File: src/design/riscv_ctrl_pkg.sv
package riscv_ctrl_pkg;

  // rv32 base opcodes
  localparam logic [6:0] OP_R      = 7'b0110011;
  localparam logic [6:0] OP_I      = 7'b0010011;
  localparam logic [6:0] OP_LOAD   = 7'b0000011;
  localparam logic [6:0] OP_STORE  = 7'b0100011;
  localparam logic [6:0] OP_BRANCH = 7'b1100011;
  localparam logic [6:0] OP_JAL    = 7'b1101111;
  localparam logic [6:0] OP_JALR   = 7'b1100111;
  localparam logic [6:0] OP_LUI    = 7'b0110111;
  localparam logic [6:0] OP_AUIPC  = 7'b0010111;
  localparam logic [6:0] OP_SYSTEM = 7'b1110011;

  // fun7 of the M extension
  localparam logic [6:0] FUN7_MULDIV = 7'b0000001;
  localparam logic [4:0] REG_ZERO    = 5'd0;

  typedef enum logic [4:0] {
    ADD, SUB, SLL, SLT, SLTU, XOR, SRL, SRA, OR, AND,
    MUL, MULH, MULHSU, MULHU, DIV, DIVU, REM, REMU
  } alu_t;

  // branch kinds follow the fun3 encoding
  typedef enum logic [2:0] {
    BEQ  = 3'd0,
    BNE  = 3'd1,
    BLT  = 3'd4,
    BGE  = 3'd5,
    BLTU = 3'd6,
    BGEU = 3'd7
  } branch_t;

  typedef enum logic [1:0] {
    WB_ALU = 2'd0,
    WB_MEM = 2'd1,
    WB_PC4 = 2'd2,
    WB_CSR = 2'd3
  } wb_sel_t;

  typedef enum logic [1:0] {
    ALUOP_ADD    = 2'd0,
    ALUOP_BRANCH = 2'd1,
    ALUOP_R      = 2'd2,
    ALUOP_I      = 2'd3
  } alu_op_t;

  typedef enum logic [1:0] {
    FWD_NONE = 2'd0,
    FWD_WB   = 2'd1,
    FWD_MEM  = 2'd2
  } fwd_sel_t;

  typedef struct packed {
    logic    reg_write;
    logic    mem_write;
    wb_sel_t mem_to_reg;
    logic    branch;
    logic    alu_src;
    logic    jump;
    logic    lui;
    logic    auipc;
    logic    jal;
    alu_op_t alu_op;
    logic    r_type;
    logic    csr_type;
  } decode_ctrl_t;

  typedef struct packed {
    logic     rd1_id;
    logic     rd2_id;
    fwd_sel_t rd1_exe;
    fwd_sel_t rd2_exe;
    logic     rd2_mem;
  } fwd_ctrl_t;

  typedef struct packed {
    logic pc_en;
    logic if_id_en;
    logic id_exe_en;
    logic exe_mem_en;
    logic mem_wb_en;
    logic if_id_clr;
    logic id_exe_clr;
    logic exe_mem_clr;
    logic mem_wb_clr;
  } pipe_ctrl_t;

endpackage

File: src/design/alu_control.sv
`timescale 1ns/1ps

module alu_control (
  input  logic [2:0]             fun3,
  input  logic [6:0]             fun7,
  input  riscv_ctrl_pkg::alu_op_t alu_op,
  output riscv_ctrl_pkg::alu_t    alu_ctrl,
  output logic                   m_type,
  output logic                   divide_instruction
);

  // shared R/I decode, alt_sub only matters for register ops
  function automatic riscv_ctrl_pkg::alu_t base_op(
    input logic [2:0] f3,
    input logic       alt_sub,
    input logic       alt_sra
  );
    case (f3)
      3'd0:    base_op = alt_sub ? riscv_ctrl_pkg::SUB : riscv_ctrl_pkg::ADD;
      3'd1:    base_op = riscv_ctrl_pkg::SLL;
      3'd2:    base_op = riscv_ctrl_pkg::SLT;
      3'd3:    base_op = riscv_ctrl_pkg::SLTU;
      3'd4:    base_op = riscv_ctrl_pkg::XOR;
      3'd5:    base_op = alt_sra ? riscv_ctrl_pkg::SRA : riscv_ctrl_pkg::SRL;
      3'd6:    base_op = riscv_ctrl_pkg::OR;
      default: base_op = riscv_ctrl_pkg::AND;
    endcase
  endfunction

  function automatic riscv_ctrl_pkg::alu_t muldiv_op(input logic [2:0] f3);
    case (f3)
      3'd0:    muldiv_op = riscv_ctrl_pkg::MUL;
      3'd1:    muldiv_op = riscv_ctrl_pkg::MULH;
      3'd2:    muldiv_op = riscv_ctrl_pkg::MULHSU;
      3'd3:    muldiv_op = riscv_ctrl_pkg::MULHU;
      3'd4:    muldiv_op = riscv_ctrl_pkg::DIV;
      3'd5:    muldiv_op = riscv_ctrl_pkg::DIVU;
      3'd6:    muldiv_op = riscv_ctrl_pkg::REM;
      default: muldiv_op = riscv_ctrl_pkg::REMU;
    endcase
  endfunction

  always_comb begin
    alu_ctrl           = riscv_ctrl_pkg::ADD;
    m_type             = 1'b0;
    divide_instruction = 1'b0;
    case (alu_op)
      riscv_ctrl_pkg::ALUOP_BRANCH: begin
        // compare through subtract or set-less-than
        case (riscv_ctrl_pkg::branch_t'(fun3))
          riscv_ctrl_pkg::BEQ, riscv_ctrl_pkg::BNE:   alu_ctrl = riscv_ctrl_pkg::SUB;
          riscv_ctrl_pkg::BLT, riscv_ctrl_pkg::BGE:   alu_ctrl = riscv_ctrl_pkg::SLT;
          riscv_ctrl_pkg::BLTU, riscv_ctrl_pkg::BGEU: alu_ctrl = riscv_ctrl_pkg::SLTU;
          default:                                    alu_ctrl = riscv_ctrl_pkg::ADD;
        endcase
      end
      riscv_ctrl_pkg::ALUOP_R: begin
        if (fun7 == riscv_ctrl_pkg::FUN7_MULDIV) begin
          alu_ctrl           = muldiv_op(fun3);
          m_type             = 1'b1;
          // div, divu, rem and remu go to the divider
          divide_instruction = fun3[2];
        end else begin
          alu_ctrl = base_op(fun3, fun7[5], fun7[5]);
        end
      end
      riscv_ctrl_pkg::ALUOP_I: alu_ctrl = base_op(fun3, 1'b0, fun7[5]);
      default:                 alu_ctrl = riscv_ctrl_pkg::ADD;
    endcase
  end

endmodule

File: src/design/branch_controller.sv
`timescale 1ns/1ps

module branch_controller (
  input  riscv_ctrl_pkg::branch_t fun3,
  input  logic                   branch,
  input  logic                   jump,
  input  logic                   zero,
  output logic                   pc_sel
);

  logic taken;

  // for the slt forms the alu result is 1 when less, so zero low means true
  always_comb begin
    case (fun3)
      riscv_ctrl_pkg::BEQ:  taken = zero;
      riscv_ctrl_pkg::BNE:  taken = !zero;
      riscv_ctrl_pkg::BLT:  taken = !zero;
      riscv_ctrl_pkg::BLTU: taken = !zero;
      riscv_ctrl_pkg::BGE:  taken = zero;
      riscv_ctrl_pkg::BGEU: taken = zero;
      default:              taken = 1'b0;
    endcase
  end

  assign pc_sel = jump | (branch & taken);

endmodule

File: src/design/control_unit.sv
`timescale 1ns/1ps

module control_unit (
  input  logic                         clk,
  input  logic                         arst_n,
  input  logic [6:0]                   opcode_id,
  input  logic [6:0]                   fun7_exe,
  input  logic [2:0]                   fun3_exe,
  input  logic [2:0]                   fun3_mem,
  input  logic                         zero_mem,
  input  riscv_ctrl_pkg::alu_op_t       alu_op_exe,
  input  logic                         jump_mem,
  input  logic                         branch_mem,
  input  logic                         interrupt,
  input  logic                         divide_stall,
  input  logic                         stall_pipl,
  input  logic [4:0]                   rs1_id,
  input  logic [4:0]                   rs2_id,
  input  logic [4:0]                   rs1_exe,
  input  logic [4:0]                   rs2_exe,
  input  logic [4:0]                   rs2_mem,
  input  logic [4:0]                   rd_exe,
  input  logic [4:0]                   rd_mem,
  input  logic [4:0]                   rd_wb,
  input  logic                         reg_write_mem,
  input  logic                         reg_write_wb,
  input  riscv_ctrl_pkg::wb_sel_t       mem_to_reg_exe,
  output riscv_ctrl_pkg::decode_ctrl_t  dec,
  output logic                         invalid_inst,
  output riscv_ctrl_pkg::alu_t          alu_ctrl_exe,
  output logic                         m_type_exe,
  output logic                         divide_instruction,
  output logic                         pc_sel_mem,
  output riscv_ctrl_pkg::fwd_ctrl_t     fwd,
  output logic                         load_hazard,
  output riscv_ctrl_pkg::pipe_ctrl_t    pipe
);

  logic use_rs1_id;
  logic use_rs2_id;

  decode_control dec_ctrl_inst (
    .clk          (clk),
    .arst_n       (arst_n),
    .opcode       (opcode_id),
    .advance      (pipe.id_exe_en & ~pipe.id_exe_clr),
    .clear        (pc_sel_mem | interrupt),
    .ctrl         (dec),
    .invalid_inst (invalid_inst)
  );

  // lui and auipc take no register source, stores read rs2 as data
  assign use_rs1_id = ~(dec.lui | dec.auipc);
  assign use_rs2_id = dec.r_type | dec.branch | (opcode_id == riscv_ctrl_pkg::OP_STORE);

  alu_control alu_ctrl_inst (
    .fun3               (fun3_exe),
    .fun7               (fun7_exe),
    .alu_op             (alu_op_exe),
    .alu_ctrl           (alu_ctrl_exe),
    .m_type             (m_type_exe),
    .divide_instruction (divide_instruction)
  );

  branch_controller branch_ctrl_inst (
    .fun3   (riscv_ctrl_pkg::branch_t'(fun3_mem)),
    .branch (branch_mem),
    .jump   (jump_mem),
    .zero   (zero_mem),
    .pc_sel (pc_sel_mem)
  );

  forwarding_unit fwd_inst (
    .rs1_id        (rs1_id),
    .rs2_id        (rs2_id),
    .rs1_exe       (rs1_exe),
    .rs2_exe       (rs2_exe),
    .rs2_mem       (rs2_mem),
    .rd_mem        (rd_mem),
    .rd_wb         (rd_wb),
    .reg_write_mem (reg_write_mem),
    .reg_write_wb  (reg_write_wb),
    .fwd           (fwd)
  );

  hazard_handler hazard_inst (
    .rs1_id         (rs1_id),
    .rs2_id         (rs2_id),
    .rd_exe         (rd_exe),
    .use_rs1        (use_rs1_id),
    .use_rs2        (use_rs2_id),
    .mem_to_reg_exe (mem_to_reg_exe),
    .load_hazard    (load_hazard)
  );

  // a taken branch or jump in memory acts as the branch hazard
  pipeline_controller pipe_ctrl_inst (
    .stall_pipl    (stall_pipl),
    .divide_stall  (divide_stall),
    .branch_hazard (pc_sel_mem),
    .load_hazard   (load_hazard),
    .pipe          (pipe)
  );

endmodule

File: src/design/decode_control.sv
`timescale 1ns/1ps

module decode_control (
  input  logic                        clk,
  input  logic                        arst_n,
  input  logic [6:0]                  opcode,
  // instruction moves from decode into execute this cycle
  input  logic                        advance,
  // redirect or interrupt drops the invalid flag
  input  logic                        clear,
  output riscv_ctrl_pkg::decode_ctrl_t ctrl,
  output logic                        invalid_inst
);

  logic opcode_valid;

  always_comb begin
    ctrl         = '0;
    opcode_valid = 1'b1;
    case (opcode)
      riscv_ctrl_pkg::OP_R: begin
        ctrl.reg_write = 1'b1;
        ctrl.r_type    = 1'b1;
        ctrl.alu_op    = riscv_ctrl_pkg::ALUOP_R;
      end
      riscv_ctrl_pkg::OP_I: begin
        ctrl.reg_write = 1'b1;
        ctrl.alu_src   = 1'b1;
        ctrl.alu_op    = riscv_ctrl_pkg::ALUOP_I;
      end
      riscv_ctrl_pkg::OP_LOAD: begin
        ctrl.reg_write  = 1'b1;
        ctrl.alu_src    = 1'b1;
        ctrl.mem_to_reg = riscv_ctrl_pkg::WB_MEM;
      end
      riscv_ctrl_pkg::OP_STORE: begin
        ctrl.mem_write = 1'b1;
        ctrl.alu_src   = 1'b1;
      end
      riscv_ctrl_pkg::OP_BRANCH: begin
        ctrl.branch = 1'b1;
        ctrl.alu_op = riscv_ctrl_pkg::ALUOP_BRANCH;
      end
      riscv_ctrl_pkg::OP_JAL: begin
        ctrl.jump       = 1'b1;
        ctrl.jal        = 1'b1;
        ctrl.reg_write  = 1'b1;
        ctrl.mem_to_reg = riscv_ctrl_pkg::WB_PC4;
      end
      riscv_ctrl_pkg::OP_JALR: begin
        ctrl.jump       = 1'b1;
        ctrl.alu_src    = 1'b1;
        ctrl.reg_write  = 1'b1;
        ctrl.mem_to_reg = riscv_ctrl_pkg::WB_PC4;
      end
      riscv_ctrl_pkg::OP_LUI: begin
        ctrl.lui       = 1'b1;
        ctrl.reg_write = 1'b1;
        ctrl.alu_src   = 1'b1;
      end
      riscv_ctrl_pkg::OP_AUIPC: begin
        ctrl.auipc     = 1'b1;
        ctrl.reg_write = 1'b1;
        ctrl.alu_src   = 1'b1;
      end
      riscv_ctrl_pkg::OP_SYSTEM: begin
        ctrl.csr_type   = 1'b1;
        ctrl.reg_write  = 1'b1;
        ctrl.mem_to_reg = riscv_ctrl_pkg::WB_CSR;
      end
      default: opcode_valid = 1'b0;
    endcase
  end

  // sticky until the pipeline is redirected, clear has priority
  always_ff @(posedge clk or negedge arst_n) begin
    if (!arst_n) begin
      invalid_inst <= 1'b0;
    end else if (clear) begin
      invalid_inst <= 1'b0;
    end else if (advance && !opcode_valid) begin
      invalid_inst <= 1'b1;
    end
  end

endmodule

File: src/design/forwarding_unit.sv
`timescale 1ns/1ps

module forwarding_unit (
  input  logic [4:0]               rs1_id,
  input  logic [4:0]               rs2_id,
  input  logic [4:0]               rs1_exe,
  input  logic [4:0]               rs2_exe,
  input  logic [4:0]               rs2_mem,
  input  logic [4:0]               rd_mem,
  input  logic [4:0]               rd_wb,
  input  logic                     reg_write_mem,
  input  logic                     reg_write_wb,
  output riscv_ctrl_pkg::fwd_ctrl_t fwd
);

  function automatic logic hit(input logic we, input logic [4:0] rd, input logic [4:0] rs);
    hit = we && (rd != riscv_ctrl_pkg::REG_ZERO) && (rd == rs);
  endfunction

  // memory stage is younger, so it wins over writeback
  function automatic riscv_ctrl_pkg::fwd_sel_t exe_sel(input logic [4:0] rs);
    if (hit(reg_write_mem, rd_mem, rs)) begin
      exe_sel = riscv_ctrl_pkg::FWD_MEM;
    end else if (hit(reg_write_wb, rd_wb, rs)) begin
      exe_sel = riscv_ctrl_pkg::FWD_WB;
    end else begin
      exe_sel = riscv_ctrl_pkg::FWD_NONE;
    end
  endfunction

  always_comb begin
    fwd.rd1_id  = hit(reg_write_wb, rd_wb, rs1_id);
    fwd.rd2_id  = hit(reg_write_wb, rd_wb, rs2_id);
    fwd.rd1_exe = exe_sel(rs1_exe);
    fwd.rd2_exe = exe_sel(rs2_exe);
    // store data in memory can still pick up the writeback value
    fwd.rd2_mem = hit(reg_write_wb, rd_wb, rs2_mem);
  end

endmodule

File: src/design/hazard_handler.sv
`timescale 1ns/1ps

module hazard_handler (
  input  logic [4:0]             rs1_id,
  input  logic [4:0]             rs2_id,
  input  logic [4:0]             rd_exe,
  input  logic                   use_rs1,
  input  logic                   use_rs2,
  input  riscv_ctrl_pkg::wb_sel_t mem_to_reg_exe,
  output logic                   load_hazard
);

  logic late_result;
  logic rs1_match;
  logic rs2_match;

  // loads and csr reads have no result until memory
  assign late_result = (mem_to_reg_exe == riscv_ctrl_pkg::WB_MEM) ||
                       (mem_to_reg_exe == riscv_ctrl_pkg::WB_CSR);

  assign rs1_match = use_rs1 && (rd_exe == rs1_id);
  assign rs2_match = use_rs2 && (rd_exe == rs2_id);

  assign load_hazard = late_result && (rd_exe != riscv_ctrl_pkg::REG_ZERO) &&
                       (rs1_match || rs2_match);

endmodule

File: src/design/pipeline_controller.sv
`timescale 1ns/1ps

module pipeline_controller (
  input  logic                      stall_pipl,
  input  logic                      divide_stall,
  input  logic                      branch_hazard,
  input  logic                      load_hazard,
  output riscv_ctrl_pkg::pipe_ctrl_t pipe
);

  always_comb begin
    pipe            = '0;
    pipe.pc_en      = 1'b1;
    pipe.if_id_en   = 1'b1;
    pipe.id_exe_en  = 1'b1;
    pipe.exe_mem_en = 1'b1;
    pipe.mem_wb_en  = 1'b1;

    if (stall_pipl || divide_stall) begin
      // freeze every register
      pipe = '0;
    end else if (branch_hazard) begin
      // squash the three younger instructions
      pipe.if_id_clr   = 1'b1;
      pipe.id_exe_clr  = 1'b1;
      pipe.exe_mem_clr = 1'b1;
    end else if (load_hazard) begin
      // hold fetch and decode, insert a bubble into execute
      pipe.pc_en      = 1'b0;
      pipe.if_id_en   = 1'b0;
      pipe.id_exe_clr = 1'b1;
    end
  end

endmodule

File: config.mk
export PLATFORM = sky130hd
export DESIGN_NAME = control_unit
export DESIGN_NICKNAME = d
export VERILOG_FILES = /design/src/design/riscv_ctrl_pkg.sv /design/src/design/alu_control.sv /design/src/design/branch_controller.sv /design/src/design/control_unit.sv /design/src/design/decode_control.sv /design/src/design/forwarding_unit.sv /design/src/design/hazard_handler.sv /design/src/design/pipeline_controller.sv
export SDC_FILE = /design/constraint.sdc
export NUM_CORES = 1
export LEC_CHECK = 0
export ABC_AREA = 1
export BUFFER_PORTS_ARGS = -buffer_cell sky130_fd_sc_hd__buf_2
export CORE_ASPECT_RATIO = 1.75
export CORE_MARGIN = 4
export CORE_UTILIZATION = 34
export DETAILED_ROUTE_END_ITERATION = 12
export PLACE_DENSITY = 0.78
export SKIP_CTS_REPAIR_TIMING = 1
export SYNTH_ARGS = -nofsm -noshare
export SYNTH_HDL_FRONTEND = slang
export SYNTH_SLANG_ARGS = --single-unit
File: constraint.sdc
create_clock -name clk -period 2.2 [get_ports clk]
set_clock_uncertainty 0.1 [all_clocks]
set_input_delay 0.66 -clock clk [delete_from_list [all_inputs] [get_ports clk]]
set_output_delay 0.66 -clock clk [all_outputs]
set_load 0.02 [all_outputs]
==> run metrics <==
Fin. Hold Viols=0; Post-DP Area=2280 um^2; pin count of the biggest net entering global routing=7; Core Area=3400 um^2; Area Growth Syn to Fin=151%; max-slew violation count=0; biggest regs=dec_ctrl_inst.invalid_inst (1); Top FF cell, synth=dfrtp_1; top post-synthesis cells by area=xnor2_1, xor2_1, nand2_1, nor2_1, inv_1; violated checks=negative setup slack; fin crit share=1.16; top fanout value on the critical path=5; critical path class=primary input to output port; number of buffers and inverters on the critical path=4; Ys Warns=0; IO Port Bufs=111; Avg WL per Cell=18.4 um; worst-path cell chain=buf_6, nor3_4, nand4_1, inv_2, nand2_4, buf_4, mux2i_4, buf_6; Mapped Area=1210 um^2; Seq cells post-synth=1; Distinct cells, synth=27; Syn Area/Cell=5.70 um^2; Final Core Density=0.897; layout net count=447; max incr delay on CP=0.19 ns; initial antenna violation count=0; vias in the first global route=1975; Via Count=2232; global-route wire length before repair=7.69 mm; Top reg by flops=dec_ctrl_inst.invalid_inst; Antenna Cells=0; power per cell area=189 nW/um^2; antenna-violating nets left=0; Post-Place Setup Slack=-0.333 ns; hpwl dp=4.42 mm; worst setup margin=-0.362 ns; Pre-Repair DR Iteration Count=4; FMAX=0.390 GHz; clk slew on worst S/H paths=0 ns; Final setup viols=27; register-to-register setup slack=1.48 ns; die width=53.2 um; CP Launch Type=primary input; Design Power=0.000576 W; Cells after DPL=401; Setup crit end kind=output port; multi-input combinational cell area=1480 um^2; final worst path period need=2.56 ns; Async S/R FF share, synth=1.00; Chip Height=87.0 um; hold crit path type=primary input to async pin; Starting Density=0.357; io pins=114; status=finished, violations left; row cnt=28; Routability Congestion=0.814; Post-Syn Nets=287; Reg area=25.0 um^2; EDFF count, synth=0; Vias per Instance=5.37; Arr. time, crit path=1.80 ns; Synth Instances=213; fraction of layout cells with a size suffix above 1=0.709; grt ovf=0; cell area after layout=3050 um^2; critical path's top delay family=buffers and inverters; die area=4630 um^2; Synth area leader=xnor2_1; gr usage total=0.207; filler cell count=156; cell repeated most along the worst path=buf_6; most frequent cell after synthesis=nand2_1; maximum VDD drop=143 uV; clock latency on the worst-skew pair=0 ns; sequential share of the synthesized area=0.0206; maxcap violations=0; final cell count without fillers=416; synth cell count leaders=nand2_1, nor2_1, inv_1, xnor2_1, xor2_1; Critical-path top delay cell=nand4_1; Worst EP required=1.44 ns; Leakage=1.56 nW; Post-Route WL=7.64 mm; Synth top area share=0.202; max FFs per register=1; DRT iter0 DRCs=69; # DRC=0; unrepaired setup endpoints after global routing=yes
metal layers:
metal,vias to the layer above,part of all wire,global-route usage
li1,1001,-,-
met1,1038,0.30,0.182
met2,141,0.53,0.438
met3,52,0.096,0.0412
met4,0,0.072,0.0535
met5,-,0,0
cells by family after synthesis:
logic type | after synthesis | synth area share
mux | 1 | 0.00825
other cells | 1 | 0.00309
xor+xnor | 44 | 0.318
compound gates | 20 | 0.107
flops | 1 | 0.0206
buf+inv | 41 | 0.148
simple gates | 105 | 0.395
final cells by class:
class                   count  area share
multi-input cells         171       0.486
inverters                  30      0.0443
well taps                  45      0.0185
flip-flops and latches      1     0.00821
repair buffers            169       0.443
layout by cell type, fill, tap and decap left out, types with 2 or more instances in the layout:
master	instances
nand2_2	10
xnor2_2	13
inv_2	9
o21ai_2	2
nand2_4	5
nor2_2	13
nand3_2	4
nand4_1	10
o211ai_1	2
o21ai_1	2
nor4_4	3
buf_8	7
nand3_1	5
nor2_1	13
xnor2_1	15
a21oi_2	4
inv_4	4
o21ai_0	2
nor3_1	3
inv_1	16
buf_4	62
nor3_2	4
buf_2	58
a31oi_4	2
buf_12	2
xor2_2	2
xor2_1	14
nor3_4	2
nor2_4	8
buf_6	40
nand3_4	2
nand2_1	21
metrics by stage:
| step | hold WS (ns) | setup TNS [ns] |
|---|---|---|
| floorplan | 0.264 | -0.688 |
| CTS | 0.335 | -6.28 |
| finish | 0.347 | -5.75 |
| global placement | 0.334 | -5.41 |
| detailed placement | 0.336 | -6.18 |
| global route | 0.346 | -7.43 |
worst register-to-register path: stages, from the launching register on:
cell     delay, ns
dfrtp_1       0.37
inv_1         0.07
a21oi_2       0.05
path summary, 6_finish.rpt:
path | from | end | cells past startpoint
worst max-delay path | fun7_exe[6] | alu_ctrl_exe[3] | 8
worst min-delay path | arst_n | dec_ctrl_inst.invalid_inst$_DFFE_PN0P_ | 1
worst max register to register | dec_ctrl_inst.invalid_inst$_DFFE_PN0P_ | dec_ctrl_inst.invalid_inst$_DFFE_PN0P_ | 2
worst min register to register | dec_ctrl_inst.invalid_inst$_DFFE_PN0P_ | dec_ctrl_inst.invalid_inst$_DFFE_PN0P_ | 2
max in group asynchronous | arst_n | dec_ctrl_inst.invalid_inst$_DFFE_PN0P_ | 1
min in group clk | dec_ctrl_inst.invalid_inst$_DFFE_PN0P_ | dec_ctrl_inst.invalid_inst$_DFFE_PN0P_ | 2
where the power goes:
| part | internal (W) | switching (W) |
|---|---|---|
| combinational | 0.000275 | 0.000281 |
| clock | 0 | 0 |
| sequential | 0.0000191 | 0.000000224 |
Note: power is estimated with default switching activity, not from simulation.
